`src/design/rename_defs.svh`:
```
// Sizing macros; PREGS must be a multiple of 4, at least 8 and at most 512 (10-bit numbers)
`ifndef RENAME_DEFS_SVH
`define RENAME_DEFS_SVH

// ====================
// Register file sizes
// ====================

// Physical registers over all four banks
`define PREGS 512

// Architectural registers seen by the decoder
`define AREGS 32

// ====================
// Derived widths
// ====================

// The flat physical register number is always 10 bits, the top bits stay zero
`define PREG_W 10
`define AREG_W 5
`define BANK_IDX_W ($clog2(`PREGS / 4))
`define PREG_SPARE_W (`PREG_W - 2 - `BANK_IDX_W)

`endif

```
`src/design/rename_pkg.sv`:
```
// Shared types of the rename stage; the width macros come from rename_defs.svh
`default_nettype none

`include "rename_defs.svh"

package rename_pkg;

	// ====================
	// Physical register number
	// ====================

	// The same 10-bit word is read flat for the map table and compares,
	// and split into bank and index where the bank matters
	typedef union packed {
		// Flat register number, bank times PREGS/4 plus index
		logic [`PREG_W-1:0] raw;
		// Bank-relative view of the same bits
		struct packed {
			// Always zero, kept so the number stays 10 bits wide
			logic [`PREG_SPARE_W-1:0] spare;
			// Which of the four register file banks
			logic [1:0] bank;
			// Position inside the bank, 0 is never handed out
			logic [`BANK_IDX_W-1:0] idx;
		} fields;
	} phys_reg_u;

endpackage

`default_nettype wire

```
`src/design/free_reg_rotator.sv`:
```
// One bank's free pool; assumes in-order retirement, so indices are reused in fixed circular order
`default_nettype none

`include "rename_defs.svh"

module free_reg_rotator #(
	parameter int unsigned bank = 0
) (
	input  logic                  clk,
	input  logic                  rst,
	input  logic                  rot,
	output rename_pkg::phys_reg_u head
);

	// Index 0 is reserved, so the pool holds the indices 1 up to the top one
	localparam int depth = `PREGS / 4 - 1;
	localparam int idx_w = `BANK_IDX_W;
	localparam logic [1:0] bank_id = 2'(bank);

	// Circular list of free indices, the front entry is the next one handed out
	logic [idx_w-1:0] mem [depth];

	// ====================
	// Pool rotation
	// ====================

	// The order is the pool's state, so reset rebuilds it as 1, 2, 3 and so on
	always_ff @(posedge clk) begin
		if (rst) begin
			for (int i = 0; i < depth; i++) begin
				mem[i] <= idx_w'(i + 1);
			end
		end else if (rot) begin
			// Shift everything one step toward the front
			for (int i = 0; i < depth - 1; i++) begin
				mem[i] <= mem[i + 1];
			end
			// The index just allocated goes to the back of the line
			mem[depth - 1] <= mem[0];
		end
	end

	// ====================
	// Head presentation
	// ====================

	// The bank field is fixed per instance, only the index comes from the pool
	always_comb begin
		head = '0;
		head.fields.bank = bank_id;
		head.fields.idx = mem[0];
	end

	// ====================
	// Checks
	// ====================

	// Register 0 of a bank must never leave the pool, and the top bits stay clear
	head_never_zero: assert property (@(posedge clk) disable iff (rst)
		head.fields.idx != '0 && head.fields.spare == '0)
	else $error("free_reg_rotator %0d: head index 0 or spare bit set", bank);

endmodule

`default_nettype wire

```
`src/design/bank_selector.sv`:
```
// Round-robin bank choice; there is no stall input, every alloc strobe consumes one register
`default_nettype none

module bank_selector (
	input  logic                  clk,
	input  logic                  rst,
	input  logic                  alloc,
	input  rename_pkg::phys_reg_u head0,
	input  rename_pkg::phys_reg_u head1,
	input  rename_pkg::phys_reg_u head2,
	input  rename_pkg::phys_reg_u head3,
	output logic                  rot0,
	output logic                  rot1,
	output logic                  rot2,
	output logic                  rot3,
	output rename_pkg::phys_reg_u new_preg
);

	// Bank that serves the next allocation
	logic [1:0] ptr;

	// ====================
	// Round-robin pointer
	// ====================

	// Wraps from 3 back to 0 on its own through the 2-bit width
	always_ff @(posedge clk) begin
		if (rst) begin
			ptr <= 2'd0;
		end else if (alloc) begin
			ptr <= ptr + 2'd1;
		end
	end

	// Only the bank that hands out the register advances its pool
	assign rot0 = alloc && (ptr == 2'd0);
	assign rot1 = alloc && (ptr == 2'd1);
	assign rot2 = alloc && (ptr == 2'd2);
	assign rot3 = alloc && (ptr == 2'd3);

	// ====================
	// Head multiplexer
	// ====================

	// Shown every cycle, whether or not an allocation is requested
	always_comb begin
		case (ptr)
			2'd0:    new_preg = head0;
			2'd1:    new_preg = head1;
			2'd2:    new_preg = head2;
			default: new_preg = head3;
		endcase
	end

	// ====================
	// Checks
	// ====================

	rot_onehot: assert property (@(posedge clk) disable iff (rst)
		$onehot0({rot3, rot2, rot1, rot0}))
	else $error("bank_selector: more than one bank rotated");

	// Ties the pointer to the bank number each rotator was built with
	bank_matches_ptr: assert property (@(posedge clk) disable iff (rst)
		new_preg.fields.bank == ptr)
	else $error("bank_selector: head bank %0d does not match pointer %0d",
		new_preg.fields.bank, ptr);

endmodule

`default_nettype wire

```
`src/design/rename_map.sv`:
```
// Architectural-to-physical map; no checkpoints, so a branch flush cannot restore it
`default_nettype none

`include "rename_defs.svh"

module rename_map (
	input  logic                  clk,
	input  logic                  rst,
	input  logic [`AREG_W-1:0]    rs1,
	input  logic [`AREG_W-1:0]    rs2,
	input  logic [`AREG_W-1:0]    rd,
	input  logic                  we,
	input  rename_pkg::phys_reg_u wdata,
	output rename_pkg::phys_reg_u src1_preg,
	output rename_pkg::phys_reg_u src2_preg,
	output rename_pkg::phys_reg_u cur_preg
);

	// One entry per architectural register, holding its current physical register
	rename_pkg::phys_reg_u map_q [`AREGS];

	// ====================
	// Write port
	// ====================

	// Reset points every architectural register at physical register 0
	always_ff @(posedge clk) begin
		if (rst) begin
			for (int i = 0; i < `AREGS; i++) begin
				map_q[i] <= '0;
			end
		end else if (we) begin
			map_q[rd] <= wdata;
		end
	end

	// ====================
	// Read ports
	// ====================

	// All three reads see the table from before this edge's write,
	// so a source equal to its own destination gets the older mapping
	assign src1_preg = map_q[rs1];
	assign src2_preg = map_q[rs2];

	// Prior mapping of the destination, returned as old_pd for later freeing
	assign cur_preg = map_q[rd];

	// ====================
	// Checks
	// ====================

	// Register 0 is only the reset mapping and must never be written back in
	no_zero_write: assert property (@(posedge clk) disable iff (rst)
		we |-> wdata.raw != '0)
	else $error("rename_map: register 0 written to entry %0d", rd);

endmodule

`default_nettype wire

```
`src/design/rename_unit.sv`:
```
// Single-issue rename stage; one request per cycle, no back-pressure, results one cycle later
`default_nettype none

`include "rename_defs.svh"

module rename_unit (
	input  logic                  clk,
	input  logic                  rst,
	input  logic                  req,
	input  logic                  has_rd,
	input  logic [`AREG_W-1:0]    rs1,
	input  logic [`AREG_W-1:0]    rs2,
	input  logic [`AREG_W-1:0]    rd,
	output logic                  out_valid,
	output rename_pkg::phys_reg_u ps1,
	output rename_pkg::phys_reg_u ps2,
	output rename_pkg::phys_reg_u pd,
	output rename_pkg::phys_reg_u old_pd
);

	// A register is consumed only when the instruction writes one
	logic alloc;

	logic rot0;
	logic rot1;
	logic rot2;
	logic rot3;

	rename_pkg::phys_reg_u head0;
	rename_pkg::phys_reg_u head1;
	rename_pkg::phys_reg_u head2;
	rename_pkg::phys_reg_u head3;
	rename_pkg::phys_reg_u new_preg;

	rename_pkg::phys_reg_u src1_preg;
	rename_pkg::phys_reg_u src2_preg;
	rename_pkg::phys_reg_u cur_preg;

	assign alloc = req && has_rd;

	// ====================
	// Free register banks
	// ====================

	free_reg_rotator #(.bank(0)) rot_bank0 (.clk(clk), .rst(rst), .rot(rot0), .head(head0));
	free_reg_rotator #(.bank(1)) rot_bank1 (.clk(clk), .rst(rst), .rot(rot1), .head(head1));
	free_reg_rotator #(.bank(2)) rot_bank2 (.clk(clk), .rst(rst), .rot(rot2), .head(head2));
	free_reg_rotator #(.bank(3)) rot_bank3 (.clk(clk), .rst(rst), .rot(rot3), .head(head3));

	// Spreads consecutive allocations over the four register file banks
	bank_selector sel0 (
		.clk      (clk),
		.rst      (rst),
		.alloc    (alloc),
		.head0    (head0),
		.head1    (head1),
		.head2    (head2),
		.head3    (head3),
		.rot0     (rot0),
		.rot1     (rot1),
		.rot2     (rot2),
		.rot3     (rot3),
		.new_preg (new_preg)
	);

	// ====================
	// Map table
	// ====================

	rename_map map0 (
		.clk       (clk),
		.rst       (rst),
		.rs1       (rs1),
		.rs2       (rs2),
		.rd        (rd),
		.we        (alloc),
		.wdata     (new_preg),
		.src1_preg (src1_preg),
		.src2_preg (src2_preg),
		.cur_preg  (cur_preg)
	);

	// ====================
	// Output registers
	// ====================

	// One pulse per request, exactly one cycle behind it
	always_ff @(posedge clk) begin
		if (rst) begin
			out_valid <= 1'b0;
		end else begin
			out_valid <= req;
		end
	end

	// Results are captured on the request edge and hold until the next request
	always_ff @(posedge clk) begin
		if (req) begin
			ps1 <= src1_preg;
			ps2 <= src2_preg;
			// No destination means no allocation, so both report register 0
			pd     <= has_rd ? new_preg : '0;
			old_pd <= has_rd ? cur_preg : '0;
		end
	end

	// ====================
	// Checks
	// ====================

	// An allocating request must come back with a real register in pd
	alloc_gives_reg: assert property (@(posedge clk) disable iff (rst)
		alloc |=> out_valid && pd.raw != '0)
	else $error("rename_unit: allocation returned register 0 or no out_valid");

endmodule

`default_nettype wire

```
`config.mk`:
```
export PLATFORM = sky130hd
export DESIGN_NAME = rename_unit
export DESIGN_NICKNAME = d
export VERILOG_FILES = /design/src/design/rename_pkg.sv /design/src/design/free_reg_rotator.sv /design/src/design/bank_selector.sv /design/src/design/rename_map.sv /design/src/design/rename_unit.sv
export VERILOG_INCLUDE_DIRS = /design/src /design/src/design
export SDC_FILE = /design/constraint.sdc
export NUM_CORES = 2
export LEC_CHECK = 0
export ABC_CLOCK_PERIOD_IN_PS = 12700
export BUFFER_PORTS_ARGS = -buffer_cell sky130_fd_sc_hd__buf_2
export CORE_MARGIN = 3
export CORE_UTILIZATION = 59
export CTS_BUF_LIST = sky130_fd_sc_hd__clkbuf_8
export DETAILED_ROUTE_END_ITERATION = 12
export PLACE_DENSITY = 0.78
export SLEW_MARGIN = 20
export SYNTH_ARGS = -nofsm -noshare
export SYNTH_HDL_FRONTEND = slang
export SYNTH_SLANG_ARGS = --single-unit
```
`constraint.sdc`:
```
create_clock -name clk -period 12.7 [get_ports clk]
set_input_delay 0 -clock clk [delete_from_list [all_inputs] [get_ports clk]]
set_output_delay 0 -clock clk [all_outputs]
set_load 0.02 [all_outputs]
```
==> summary.txt <==
status -> complete, no violations
post-DP HPWL -> 131200 um
setup violators final -> 0
First DRT Iteration DRCs -> 7745
H-tree levels -> 6
sequential cell area fraction in the yosys report -> 77.88%
Commonest cells post-synth -> 3880 x edfxtp_1, 1004 x or2_2, 820 x nand2b_1
Slew Limit Fails -> 0
CTS tree -> built
most frequent cell on the critical path -> buf_12
Total Routed Length -> 257200 um
worst vdd ir -> 0.1184 mV
drt first pass iters -> 7
Top delay family on crit path -> buffers and inverters
drt drc -> 0
IO Pins -> 60
Layout Utilization -> 65.10%
setup TNS -> 0 ps
wire per inst -> 19.74 um
share of layout cells above drive strength 1 -> 21.11%
GRT Util Overall -> 19.75%
synthesized area per cell -> 16.52 um2
RSZ-0062 raised after global routing -> no
largest net degree at the start of global routing -> 297
Max Cap Viol -> 0
P per Cell Area -> 154.6 mW/mm2
crit-path max FO -> 148
final worst-path cycle share -> 37.00%
largest stage delay on the critical path -> 930 ps
CP Cell Sequence -> inv_1 > ha_4 > a31o_4 > buf_12 > buf_12 > buf_4
Seq cells post-synth -> 3883
Vias -> 72050
post-synthesis cell count -> 9061
Root Driver -> clkbuf_8
DR vias/cell -> 5.530
Core ar. -> 0.2519 mm2
asr flop ratio synth -> 0%
Clk pin slew, worst setup/hold paths -> 60 ps
Worst-Skew Late Latency -> 1100 ps
Rows -> 184
post-route minimum period -> 4699 ps
Critical Path RT -> 13370 ps
PnR worst setup slack -> 8001 ps
Area Overhead vs Synth -> 9.527%
clock sink count -> 3883
CTS resizes -> 0
slew margin rel. -> 21.74%
critical path class -> reg2reg
antenna violations before repair -> 12
share of the synthesized area in the top cell type -> 77.84%
die height -> 509.7 um
vias in the first global route -> 71710
Setup crit end kind -> flop
Worst Clk Skew -> 80.45 ps
Setup Buffers After CTS -> 0
Buffers on Ports -> 55
gp weighted congestion -> 0.9117
Final #Nets -> 9259
slew of the pin with the lowest slew margin -> 1171 ps
Synth area leader -> edfxtp_1
CP max stage cell -> buf_4
Worst Setup Start Kind -> flop
total gr overflow -> 0
pre-CTS WS -> 7498 ps
worst min path class -> in2reg
Die Footprint -> 0.2598 mm2
Num CTS Buffers -> 612
fmax -> 0.2128 GHz
Yosys Warn Count -> 0
Post-synth EDFFs -> 3880
crit path DAT -> 5360 ps
synth top area cells -> edfxtp_1 78%, or2_2 4.2%, nand2b_1 3.4%
Netlist cell types -> 46
Detail Route Antenna Nets -> 0
Worst Path Buf+Inv -> 4
most frequent cell after synthesis -> edfxtp_1
leakage -> 0.05481 uW
Synth Cell Area -> 0.1497 mm2
first-pass GRT wire length -> 407400 um
Die X -> 509.7 um
final hold vios -> 0
Primary FF master, synth -> edfxtp_1
maximum buffer depth of the clock tree -> 4
Initial Util -> 59.43%
-- worst register-to-register path, cell delays in order, from the launching register on --
cell and delay (ps):
dfxtp_1 360, inv_1 230, ha_4 390, a31o_4 710, buf_12 660, buf_12 790, buf_4 1160
-- cells in the final DEF, fill, tap and decap left out, types with 45 or more instances in the layout --
master / instances
nor2b_1: 709
buf_4: 59
inv_1: 198
a31oi_1: 45
o22ai_1: 54
edfxtp_1: 3880
clkbuf_8: 625
nand2b_1: 820
and2_1: 283
clkinv_1: 139
and3_1: 815
or2_2: 1004
nor2_1: 303
clkinv_2: 46
mux4_2: 144
buf_2: 49
mux2i_1: 144
nand2_1: 79
-- metrics by stage --
step                      cell area (um2)  hold WS (ps)  instances  total power [uW]
final                              164000         131.8      13030             25350
after floorplan                    149700         79.39       9064             15950
after detailed placement           152700         449.6      11930             16110
after global routing               163900         93.54      13030             26320
after CTS                          163800         22.07      13020             25620
after global placement             152700         443.9      11930             16070
-- state kept, by name, indices dropped and copies added, names as in the netlist --
| signal | count |
|---|---|
| rot_bank0.mem | 889 |
| rot_bank3.mem | 889 |
| old_pd | 9 |
| rot_bank1.mem | 889 |
| sel0.ptr | 2 |
| out_valid | 1 |
| ps1 | 9 |
| pd | 9 |
| rot_bank2.mem | 889 |
| map0.map_q | 288 |
| ps2 | 9 |
-- timing repair --
action                                  in CTS  in global routing
endpoints found under the hold margin      802                  0
hold buffers                                35                  0
endpoints found under the setup margin       0                  0
-- logic make-up (layout without fill, tap and decap cells) --
kind of cell | count (synthesis) | in the layout | share of synthesized area, %
fa+ha+maj | 5 | 5 | 0.04179
buf+inv | 622 | 1231 | 1.642
xor+xnor | 1 | 1 | 0.005852
compound gates | 199 | 199 | 0.9320
other cells | 1 | 11 | 0.002505
simple gates | 4062 | 4062 | 16.37
flops | 3883 | 3883 | 77.88
mux | 288 | 288 | 3.129
-- worst paths after layout --
check,startpoint,to,slack [ps],depth (start not counted)
worst max-delay path,sel0.ptr[0],rot_bank0.mem[0][707],8000,6
worst min-delay path,rst,rot_bank3.mem[120][2],130,3
worst max register to register,sel0.ptr[0],rot_bank0.mem[0][707],8000,6
worst min register to register,rot_bank3.mem[84][6],rot_bank3.mem[83][6],450,1
-- final cells by class --
cell class / instances / area (um2)
Clock inverter: 427 / 2162
Tap cell: 3348 / 4189
Fill cell: 16510 / 87910
Clock buffer: 625 / 8602
Antenna cell: 7 / 17.52
Multi-Input combinational cell: 4559 / 30820
Sequential cell: 3883 / 116600
Timing Repair Buffer: 173 / 1569
Inverter: 6 / 22.52
-- power breakdown --
part / internal (uW) / switching (uW) / total [uW]
Combinational: 321 / 751 / 1070
Clock: 4800 / 4690 / 9490
Sequential: 14700 / 140 / 14800
Total: 19800 / 5580 / 25400
-- routing by layer --
| metal | routed length [um] | up-vias | global-route usage (%) | share of wire (%) |
|---|---|---|---|---|
| met5 | 13 | - | 0 | 0.0051 |
| met4 | 7315 | 2 | 6.911 | 2.8 |
| met3 | 16750 | 492 | 4.212 | 6.5 |
| met2 | 114400 | 2071 | 27.63 | 44 |
| met1 | 118800 | 36290 | 31.04 | 46 |
| li1 | - | 33200 | - | - |
Note: power is estimated with default switching activity, not from simulation.
